`src/hw/MemSysTypes.sv`:
```
// Shared types and constants of the memory subsystem, referenced by scoped name from every file
package MemSysTypes;

    localparam int READ_SERIAL_NUM = 16;
    localparam int WRITE_SERIAL_NUM = 16;

    typedef logic [31:0] PhyAddr;
    typedef logic [63:0] MemEntryData;
    typedef logic [$clog2(READ_SERIAL_NUM)-1:0] MemReadSerial;
    typedef logic [$clog2(WRITE_SERIAL_NUM)-1:0] MemWriteSerial;
    typedef logic [7:0] SerialData;

    // Bytes per memory entry and the low address bits inside one entry
    localparam int MEM_ENTRY_BYTES = $bits(MemEntryData) / 8;
    localparam PhyAddr ENTRY_OFFSET_MASK = PhyAddr'(MEM_ENTRY_BYTES - 1);

    // I/O range is the upper half of the address space
    localparam PhyAddr IO_BASE_ADDR = 32'h8000_0000;

    localparam int QUEUE_DEPTH = 4;
    localparam int QUEUE_PTR_BITS = $clog2(QUEUE_DEPTH);
    localparam int QUEUE_COUNT_BITS = $clog2(QUEUE_DEPTH + 1);
    typedef logic [QUEUE_PTR_BITS-1:0] QueuePtr;
    typedef logic [QUEUE_COUNT_BITS-1:0] QueueCount;
    localparam QueuePtr QUEUE_LAST_PTR = QueuePtr'(QUEUE_DEPTH - 1);
    localparam QueueCount QUEUE_FULL_COUNT = QueueCount'(QUEUE_DEPTH);

    // Outstanding writes per serial, and I/O completions waiting for a free slot
    localparam int WRITE_COUNT_BITS = 6;
    localparam int IO_DONE_COUNT_BITS = 4;
    typedef logic [WRITE_COUNT_BITS-1:0] WriteCount;
    typedef logic [IO_DONE_COUNT_BITS-1:0] IoDoneCount;

    typedef struct packed {
        logic valid;
        MemWriteSerial serial;
    } MemAccessResponse;

    typedef struct packed {
        PhyAddr addr;
        logic isWrite;
        MemEntryData writeData;
    } DataReq;

    typedef struct packed {
        logic valid;
        PhyAddr addr;
        logic isWrite;
        MemEntryData writeData;
    } MemReq;

    typedef enum logic {
        OWNER_FETCH = 1'b0,
        OWNER_DATA = 1'b1
    } ReqOwner;

    // What the controller remembers about a read in flight
    typedef struct packed {
        ReqOwner owner;
        PhyAddr addr;
    } ReadTag;

endpackage

```
`src/hw/DataAccessUnit.sv`:
```
// Data side: buffers loads and stores, sends memory accesses to the arbiter, serial I/O itself
module DataAccessUnit (
    input  logic clk,
    input  logic rstN,
    input  logic dataReqValid,
    input  MemSysTypes::DataReq dataReq,
    output logic dataReqFull,
    output MemSysTypes::MemReq dataOffer,
    input  logic dataGrant,
    input  logic writeDoneFromMem,
    output logic dataWriteDone,
    output logic serialWE,
    output MemSysTypes::SerialData serialWriteData
);

    MemSysTypes::DataReq headReq;
    logic headValid;
    logic headIsIoWrite;
    logic ioPop;
    MemSysTypes::IoDoneCount ioOwed;
    MemSysTypes::IoDoneCount ioPendingCount;
    logic ioDoneNow;

    RequestQueue #(
        .EntryT(MemSysTypes::DataReq)
    ) reqQueue (
        .clk(clk),
        .rstN(rstN),
        .push(dataReqValid),
        .pushData(dataReq),
        .pop(dataGrant || ioPop),
        .head(headReq),
        .notEmpty(headValid),
        .full(dataReqFull)
    );

    assign headIsIoWrite = headReq.isWrite && (headReq.addr >= MemSysTypes::IO_BASE_ADDR);

    // I/O writes leave from the head only, so they stay in order with memory requests
    assign ioPop = headValid && headIsIoWrite;

    always_comb begin
        dataOffer = '0;
        dataOffer.valid = headValid && !headIsIoWrite;
        dataOffer.addr = headReq.addr;
        dataOffer.isWrite = headReq.isWrite;
        dataOffer.writeData = headReq.writeData;
    end

    always_ff @(posedge clk) begin
        if (!rstN) begin
            serialWE <= 1'b0;
        end else begin
            serialWE <= ioPop;
        end
    end

    // Low byte of the store goes out on the serial port
    always_ff @(posedge clk) begin
        if (ioPop) begin
            serialWriteData <= headReq.writeData[$bits(MemSysTypes::SerialData)-1:0];
        end
    end

    // Memory completions go first, an I/O completion waits for a free cycle
    assign ioPendingCount = ioOwed + MemSysTypes::IoDoneCount'(serialWE);
    assign ioDoneNow = !writeDoneFromMem && (ioPendingCount != '0);
    assign dataWriteDone = writeDoneFromMem || ioDoneNow;

    always_ff @(posedge clk) begin
        if (!rstN) begin
            ioOwed <= '0;
        end else begin
            ioOwed <= ioPendingCount - MemSysTypes::IoDoneCount'(ioDoneNow);
        end
    end

endmodule

```
`src/hw/FetchRefillUnit.sv`:
```
// Instruction refill side: buffers fetch miss addresses and offers them as memory reads
module FetchRefillUnit (
    input  logic clk,
    input  logic rstN,
    input  logic fetchMissValid,
    input  MemSysTypes::PhyAddr fetchMissAddr,
    output logic fetchMissFull,
    output MemSysTypes::MemReq fetchOffer,
    input  logic fetchGrant
);

    MemSysTypes::PhyAddr alignedMissAddr;
    MemSysTypes::PhyAddr headAddr;
    logic headValid;

    // Refills always cover a whole entry
    assign alignedMissAddr = fetchMissAddr & ~MemSysTypes::ENTRY_OFFSET_MASK;

    RequestQueue #(
        .EntryT(MemSysTypes::PhyAddr)
    ) missQueue (
        .clk(clk),
        .rstN(rstN),
        .push(fetchMissValid),
        .pushData(alignedMissAddr),
        .pop(fetchGrant),
        .head(headAddr),
        .notEmpty(headValid),
        .full(fetchMissFull)
    );

    always_comb begin
        fetchOffer = '0;
        fetchOffer.valid = headValid;
        fetchOffer.addr = headAddr;
        fetchOffer.isWrite = 1'b0;
    end

endmodule

```
`src/hw/MemAccessArbiter.sv`:
```
// Round-robin arbiter that picks one requester offer per cycle for the memory port
module MemAccessArbiter (
    input  logic clk,
    input  logic rstN,
    input  MemSysTypes::MemReq fetchOffer,
    input  MemSysTypes::MemReq dataOffer,
    input  logic memAccessReadBusy,
    input  logic memAccessWriteBusy,
    input  logic readSerialFree,
    output logic fetchGrant,
    output logic dataGrant,
    output MemSysTypes::MemReq grantReq,
    output MemSysTypes::ReqOwner grantOwner
);

    logic fetchEligible;
    logic dataEligible;
    logic pickData;
    MemSysTypes::ReqOwner priorityOwner;

    // Reads also need a free slot in the serial table
    function automatic logic offerEligible(
        input MemSysTypes::MemReq offer,
        input logic readBusy,
        input logic writeBusy,
        input logic serialFree
    );
        if (offer.isWrite) begin
            return offer.valid && !writeBusy;
        end
        return offer.valid && !readBusy && serialFree;
    endfunction

    assign fetchEligible = offerEligible(fetchOffer, memAccessReadBusy, memAccessWriteBusy,
                                         readSerialFree);
    assign dataEligible = offerEligible(dataOffer, memAccessReadBusy, memAccessWriteBusy,
                                        readSerialFree);

    assign pickData = dataEligible &&
                      (!fetchEligible || priorityOwner == MemSysTypes::OWNER_DATA);
    assign dataGrant = pickData;
    assign fetchGrant = fetchEligible && !pickData;
    assign grantOwner = pickData ? MemSysTypes::OWNER_DATA : MemSysTypes::OWNER_FETCH;

    always_comb begin
        grantReq = pickData ? dataOffer : fetchOffer;
        grantReq.valid = fetchGrant || dataGrant;
    end

    // Priority passes to the other side after each grant
    always_ff @(posedge clk) begin
        if (!rstN) begin
            priorityOwner <= MemSysTypes::OWNER_FETCH;
        end else if (dataGrant) begin
            priorityOwner <= MemSysTypes::OWNER_FETCH;
        end else if (fetchGrant) begin
            priorityOwner <= MemSysTypes::OWNER_DATA;
        end
    end

endmodule

```
`src/hw/MemSubsystem.sv`:
```
// Top of the memory subsystem: both requesters, the arbiter and the memory port controller
module MemSubsystem (
    input  logic clk,
    input  logic rstN,
    input  logic fetchMissValid,
    input  MemSysTypes::PhyAddr fetchMissAddr,
    output logic fetchMissFull,
    output logic fetchFillValid,
    output MemSysTypes::PhyAddr fetchFillAddr,
    output MemSysTypes::MemEntryData fetchFillData,
    input  logic dataReqValid,
    input  MemSysTypes::DataReq dataReq,
    output logic dataReqFull,
    output logic dataReadValid,
    output MemSysTypes::PhyAddr dataReadAddr,
    output MemSysTypes::MemEntryData dataReadData,
    output logic dataWriteDone,
    output logic serialWE,
    output MemSysTypes::SerialData serialWriteData,
    output MemSysTypes::PhyAddr memAccessAddr,
    output MemSysTypes::MemEntryData memAccessWriteData,
    output logic memAccessRE,
    output logic memAccessWE,
    input  MemSysTypes::MemReadSerial nextMemReadSerial,
    input  MemSysTypes::MemWriteSerial nextMemWriteSerial,
    input  logic memReadDataReady,
    input  MemSysTypes::MemEntryData memReadData,
    input  MemSysTypes::MemReadSerial memReadSerial,
    input  MemSysTypes::MemAccessResponse memAccessResponse,
    input  logic memAccessReadBusy,
    input  logic memAccessWriteBusy
);

    MemSysTypes::MemReq fetchOffer;
    MemSysTypes::MemReq dataOffer;
    MemSysTypes::MemReq grantReq;
    MemSysTypes::ReqOwner grantOwner;
    logic fetchGrant;
    logic dataGrant;
    logic readSerialFree;
    logic writeDoneFromMem;

    FetchRefillUnit fetchRefillUnit (.*);
    DataAccessUnit dataAccessUnit (.*);
    MemAccessArbiter memAccessArbiter (.*);
    MemoryAccessController memoryAccessController (.*);

endmodule

```
`src/hw/MemoryAccessController.sv`:
```
// Drives the external memory port and routes read returns and write completions back
module MemoryAccessController (
    input  logic clk,
    input  logic rstN,
    input  MemSysTypes::MemReq grantReq,
    input  MemSysTypes::ReqOwner grantOwner,
    output logic readSerialFree,
    output MemSysTypes::PhyAddr memAccessAddr,
    output MemSysTypes::MemEntryData memAccessWriteData,
    output logic memAccessRE,
    output logic memAccessWE,
    input  MemSysTypes::MemReadSerial nextMemReadSerial,
    input  MemSysTypes::MemWriteSerial nextMemWriteSerial,
    input  logic memReadDataReady,
    input  MemSysTypes::MemEntryData memReadData,
    input  MemSysTypes::MemReadSerial memReadSerial,
    input  MemSysTypes::MemAccessResponse memAccessResponse,
    input  logic memAccessReadBusy,
    input  logic memAccessWriteBusy,
    output logic fetchFillValid,
    output MemSysTypes::PhyAddr fetchFillAddr,
    output MemSysTypes::MemEntryData fetchFillData,
    output logic dataReadValid,
    output MemSysTypes::PhyAddr dataReadAddr,
    output MemSysTypes::MemEntryData dataReadData,
    output logic writeDoneFromMem
);

    logic [MemSysTypes::READ_SERIAL_NUM-1:0] readPending;
    MemSysTypes::ReadTag readTags [MemSysTypes::READ_SERIAL_NUM];
    MemSysTypes::ReqOwner issueOwner;
    MemSysTypes::MemReadSerial assignSerial;
    logic returnHit;
    logic retValid;
    MemSysTypes::ReadTag retTag;
    MemSysTypes::MemEntryData retData;
    MemSysTypes::WriteCount writeCounts [MemSysTypes::WRITE_SERIAL_NUM];
    logic writeRespHit;

    // Serial the next granted read will receive, one ahead while a read strobe is out
    assign assignSerial = memAccessRE ? nextMemReadSerial + 1'b1 : nextMemReadSerial;
    assign readSerialFree = !readPending[assignSerial];

    always_ff @(posedge clk) begin
        if (!rstN) begin
            memAccessRE <= 1'b0;
            memAccessWE <= 1'b0;
        end else begin
            memAccessRE <= grantReq.valid && !grantReq.isWrite && !memAccessReadBusy;
            memAccessWE <= grantReq.valid && grantReq.isWrite && !memAccessWriteBusy;
        end
    end

    always_ff @(posedge clk) begin
        memAccessAddr <= grantReq.addr;
        memAccessWriteData <= grantReq.writeData;
        issueOwner <= grantOwner;
    end

    // Read table, filled on issue and released on return
    assign returnHit = memReadDataReady && readPending[memReadSerial];

    always_ff @(posedge clk) begin
        if (memAccessRE) begin
            readTags[nextMemReadSerial] <= '{owner: issueOwner, addr: memAccessAddr};
        end
        if (returnHit) begin
            retTag <= readTags[memReadSerial];
            retData <= memReadData;
        end
    end

    always_ff @(posedge clk) begin
        if (!rstN) begin
            readPending <= '0;
            retValid <= 1'b0;
        end else begin
            retValid <= returnHit;
            if (returnHit) begin
                readPending[memReadSerial] <= 1'b0;
            end
            if (memAccessRE) begin
                readPending[nextMemReadSerial] <= 1'b1;
            end
        end
    end

    assign fetchFillValid = retValid && retTag.owner == MemSysTypes::OWNER_FETCH;
    assign fetchFillAddr = retTag.addr;
    assign fetchFillData = retData;
    assign dataReadValid = retValid && retTag.owner == MemSysTypes::OWNER_DATA;
    assign dataReadAddr = retTag.addr;
    assign dataReadData = retData;

    // Count writes per serial so only responses to issued writes complete
    assign writeRespHit = memAccessResponse.valid &&
                          writeCounts[memAccessResponse.serial] != '0;

    always_ff @(posedge clk) begin
        if (!rstN) begin
            writeDoneFromMem <= 1'b0;
            for (int i = 0; i < MemSysTypes::WRITE_SERIAL_NUM; i++) begin
                writeCounts[i] <= '0;
            end
        end else begin
            writeDoneFromMem <= writeRespHit;
            for (int i = 0; i < MemSysTypes::WRITE_SERIAL_NUM; i++) begin
                writeCounts[i] <= writeCounts[i]
                    + MemSysTypes::WriteCount'(memAccessWE &&
                        nextMemWriteSerial == MemSysTypes::MemWriteSerial'(i))
                    - MemSysTypes::WriteCount'(writeRespHit &&
                        memAccessResponse.serial == MemSysTypes::MemWriteSerial'(i));
            end
        end
    end

endmodule

```
`src/hw/RequestQueue.sv`:
```
// Small circular FIFO for requester-side queues, entry type chosen by parameter
module RequestQueue #(
    parameter type EntryT = logic
) (
    input  logic clk,
    input  logic rstN,
    input  logic push,
    input  EntryT pushData,
    input  logic pop,
    output EntryT head,
    output logic notEmpty,
    output logic full
);

    EntryT entries [MemSysTypes::QUEUE_DEPTH];
    MemSysTypes::QueuePtr readPtr;
    MemSysTypes::QueuePtr writePtr;
    MemSysTypes::QueueCount count;
    logic doPush;
    logic doPop;

    assign notEmpty = count != '0;
    assign full = count == MemSysTypes::QUEUE_FULL_COUNT;
    assign doPush = push && !full;
    assign doPop = pop && notEmpty;
    assign head = entries[readPtr];

    always_ff @(posedge clk) begin
        if (doPush) begin
            entries[writePtr] <= pushData;
        end
    end

    always_ff @(posedge clk) begin
        if (!rstN) begin
            readPtr <= '0;
            writePtr <= '0;
            count <= '0;
        end else begin
            if (doPush) begin
                writePtr <= (writePtr == MemSysTypes::QUEUE_LAST_PTR) ? '0 : writePtr + 1'b1;
            end
            if (doPop) begin
                readPtr <= (readPtr == MemSysTypes::QUEUE_LAST_PTR) ? '0 : readPtr + 1'b1;
            end
            case ({doPush, doPop})
                2'b10: count <= count + 1'b1;
                2'b01: count <= count - 1'b1;
                default: count <= count;
            endcase
        end
    end

endmodule

```
`config.mk`:
```
export PLATFORM = sky130hd
export DESIGN_NAME = MemSubsystem
export DESIGN_NICKNAME = d
export VERILOG_FILES = /design/src/hw/MemSysTypes.sv /design/src/hw/DataAccessUnit.sv /design/src/hw/FetchRefillUnit.sv /design/src/hw/MemAccessArbiter.sv /design/src/hw/MemSubsystem.sv /design/src/hw/MemoryAccessController.sv /design/src/hw/RequestQueue.sv
export SDC_FILE = /design/constraint.sdc
export NUM_CORES = 1
export LEC_CHECK = 0
export ABC_AREA = 1
export BUFFER_PORTS_ARGS = -buffer_cell sky130_fd_sc_hd__buf_2
export CELL_PAD_IN_SITES_DETAIL_PLACEMENT = 1
export CELL_PAD_IN_SITES_GLOBAL_PLACEMENT = 2
export CORE_MARGIN = 8
export CORE_UTILIZATION = 44
export CTS_CLUSTER_SIZE = 12
export DETAILED_ROUTE_END_ITERATION = 10
export PLACE_DENSITY = 0.92
export SLEW_MARGIN = 20
export SYNTH_ARGS = -nofsm -noshare
export SYNTH_HDL_FRONTEND = slang
export SYNTH_SLANG_ARGS = --single-unit
```
`constraint.sdc`:
```
create_clock -name clk -period 10.3 [get_ports clk]
set_input_delay 2.06 -clock clk [delete_from_list [all_inputs] [get_ports clk]]
set_output_delay 2.06 -clock clk [all_outputs]
set_load 0.05 [all_outputs]
```
==> flow_summary.toml <==
[run_status]
status = "finished clean"

[worst_setup_path]
cp_max_fo = 76
cpLargestDelayFamily = "buffers and inverters"
r2r_cells = 14
crit_buf_inv = 5
reg2reg_to = "dataAccessUnit.reqQueue.count[2]$_SDFFE_PN0P_"
path_cells = "buf_4 > buf_4 > inv_6 > nor2_4 > buf_4 > buf_4 > a22oi_1 > a31oi_1 > or4_1"
cp_slowest_stage_delay_ns = 0.90
worstSetupStartpointType = "input pin"
endpoint_kind = "flip-flop"
cp.required_ns = 10.91
r2r_slack_ns = 5.83
critPathKind = "in2reg"
cpMostUsedCell = "buf_4"
critPathArrivalTime_ns = 6.29
cp_slowest_cell = "buf_4"

[synth]
synth.area.top_cells = "edfxtp_1 (63%), dfxtp_1 (8.8%), nand2_1 (3.0%)"
synth_edf_count = 1137
postSynthAreaPerCell_um2 = 13.0
synth.distinct_cells = 42
synth_top_area_share_pct = 63.0
async_reset_ff_share_pct = 0
yosysSeqAreaShare_pct = 71.7
synthCells = 4162
syn-cell-area_um2 = 54200
synth_seq_cells = 1374
yosysTopAreaCell = "edfxtp_1"
ys_warn_count = 0
syn_nets = 4513
synthFlopType = "edfxtp_1"

[timing]
slew_headroom_pct = 21.8
clock_skew_ns = 0.0477
rsz0062_at_grt = "no"
finalSetupViolations = 0
tns_ns = 0
maxSlewViolCount = 0
min_period_ns = 5.68
max_freq_ghz = 0.176
worst_slew_pin_slew_ns = 1.17
period_share_pct = 55.1
hold_viol = 0
worst_hold_slack_ns = 0.476

[floorplan]
die_w_um = 367
initial_core_util_pct = 44.4
die_y_um = 367
die_area_um2 = 135000
rows = 128
io_pins = 521
core_um2 = 122000

[hold_path]
hp-start = "memoryAccessController.readPending[8]$_SDFF_PN0_"
holdPathStages = 2
whs_endpoint = "memoryAccessController.readPending[8]$_SDFF_PN0_"
hold_path.class = "reg2reg"

[power]
sw_frac_of_total_pct = 34.3
ir_drop_mv = 0.224
power.share.clock_pct = 31.1
power_w = 0.0162
p_leak_nw = 23.1
seq_power_share_pct = 45.5
p_switching_w = 0.00556
comb_power_share_pct = 23.3
cellPowerDensity_nw_per_um2 = 260
intPower_w = 0.0107

[route]
firstDrtPassIters = 6
postRouteAntennaNets = 0
finalWirelength_um = 158000
via_count = 35440
routed_wire_length_per_instance_um = 25.0
drc = 0
dr.first_iter.drc_count = 2940
viasPerCell = 5.61

[cts]
cts_buffers = 146
numClockSinks = 1374
htree_num_levels = 4
ctsHoldBuffers = 0
ctsResizeCount = 0
post-cts-setup-buffers = 0
ctsRootBufferMaster = "clkbuf_16"
worstSkewPairLatency_ns = 0.78
cts_tree = "yes"
clockBufferDepth = 3
path_clk_slew_ns = 0.06

[placed_design]
gp_congestion = 0.799
numPortBuffers = 517
hpwl_um = 95000

[global_route]
grt_overflow_total = 0
grt_pass1_wl_um = 234000
grt_max_degree = 150
grt_usage_pct = 22.6
antenna_found_initial = 62
first_global_vias = 37894

[layout]
nets = 4893
syn2layout_area_growth_pct = 14.9
final_util_pct = 51.0
drive_gt1_share_pct = 18.7

[flow_run]
maxCapViolCount = 0
power by group through the flow:
stage | sequential (W) | combinational (W) | clock, W
after floorplan | 0.00789 | 0.00200 | 0
after global placement | 0.00743 | 0.00366 | 0
after detailed placement | 0.00749 | 0.00378 | 0
after CTS | 0.00739 | 0.00383 | 0.00515
after global routing | 0.00745 | 0.00413 | 0.00533
final | 0.00739 | 0.00379 | 0.00505
worst max-delay path by stage:
stage                                start                                                end  slack (ns)  cells past startpoint
after detailed placement  memReadSerial[0]  memoryAccessController.dataReadAddr[24]$_DFFE_PP_        3.92                      9
after floorplan               dataReqValid    dataAccessUnit.reqQueue.entries[0][0]$_DFFE_PP_        3.30                      4
final                     memReadSerial[0]   memoryAccessController.dataReadAddr[7]$_DFFE_PP_        4.62                      9
after CTS                 memReadSerial[0]  memoryAccessController.dataReadAddr[24]$_DFFE_PP_        4.70                      9
after global placement    memReadSerial[0]  memoryAccessController.dataReadAddr[25]$_DFFE_PP_        3.97                      9
after global routing      memReadSerial[0]   memoryAccessController.dataReadAddr[7]$_DFFE_PP_        4.52                      9
registers in the layout, indices dropped and copies added (netlist names), 3 cells and up, named ones only:
name / count
dataAccessUnit.reqQueue.entries: 388
memoryAccessController.dataReadAddr: 32
dataAccessUnit.serialWriteData: 8
memoryAccessController.writeCounts: 96
memoryAccessController.memAccessWriteData: 64
memoryAccessController.readTags: 528
memoryAccessController.readPending: 16
memoryAccessController.dataReadData: 64
memoryAccessController.memAccessAddr: 32
dataAccessUnit.ioOwed: 4
fetchRefillUnit.missQueue.entries: 116
fetchRefillUnit.missQueue.count: 3
dataAccessUnit.reqQueue.count: 3
synth_stat cells (116+ instances only):
cell type  count
a31oi_1      133
dfxtp_1      237
o21ai_0      188
nand2_1      428
a22oi_1      133
a21oi_1      259
nand3_1      309
ha_1         116
buf_4        130
nor2_1       304
edfxtp_1    1137
clkbuf_1     181
inv_1        282
cells by family after synthesis:
group | Yosys count | share of synthesized area, %
XOR/XNOR | 11 | 0.178
AND/OR/NAND/NOR | 1131 | 9.07
flip-flops | 1374 | 71.7
AO/OA/AOI/OAI | 878 | 10.3
buffers and inverters | 634 | 5.39
adder cells (fa/ha/maj) | 134 | 3.34
cell usage in the layout (no fill, tap or decap), types with 10 or more instances in the layout:
cell type	instances
o21ai_0	188
nand4_1	18
a211oi_2	50
nor2_4	22
buf_2	515
or2_2	13
diode_2	29
a22oi_1	133
edfxtp_1	1137
a21oi_1	259
a32o_1	28
clkbuf_16	148
a31oi_1	133
nand3_1	309
a211oi_1	27
fa_1	18
dfxtp_1	235
buf_4	53
ha_1	116
clkinv_1	14
o22ai_1	34
clkbuf_1	66
nor2_1	280
or4_1	33
clkinv_2	10
inv_1	280
nand2_1	426
clkbuf_8	15
area by class of cell:
type / instances / area, um2
Fill cell: 12388 / 59700
Sequential cell: 1374 / 38900
Multi-Input combinational cell: 2154 / 12600
Clock buffer: 229 / 4160
Timing Repair Buffer: 571 / 3030
Tap cell: 1625 / 2030
Inverter: 295 / 1120
Clock inverter: 36 / 394
Antenna cell: 29 / 72.6
worst min-delay path: cells and delay by family, from the launching register on:
kind / cells / cell delay [ns]
compound gates: 2 / 0.11
flops: 1 / 0.31
routing by layer:
metal	vias up	track usage [%]	share of wire, %
met5	-	0	0.13
met4	30	10.4	4.5
met3	411	6.88	8.6
met2	1511	38.8	49
met1	17618	25.9	37
li1	15870	-	-
metrics by stage:
step / cell area, um2 / std cells / setup WS [ns]
after detailed placement: 57600 / 6018 / 3.92
after floorplan: 54200 / 4162 / 3.30
after CTS: 62200 / 6283 / 4.70
after global routing: 62300 / 6295 / 4.52
after global placement: 57600 / 6018 / 3.97
final: 62300 / 6313 / 4.62
(Power assumes the default switching activity.)
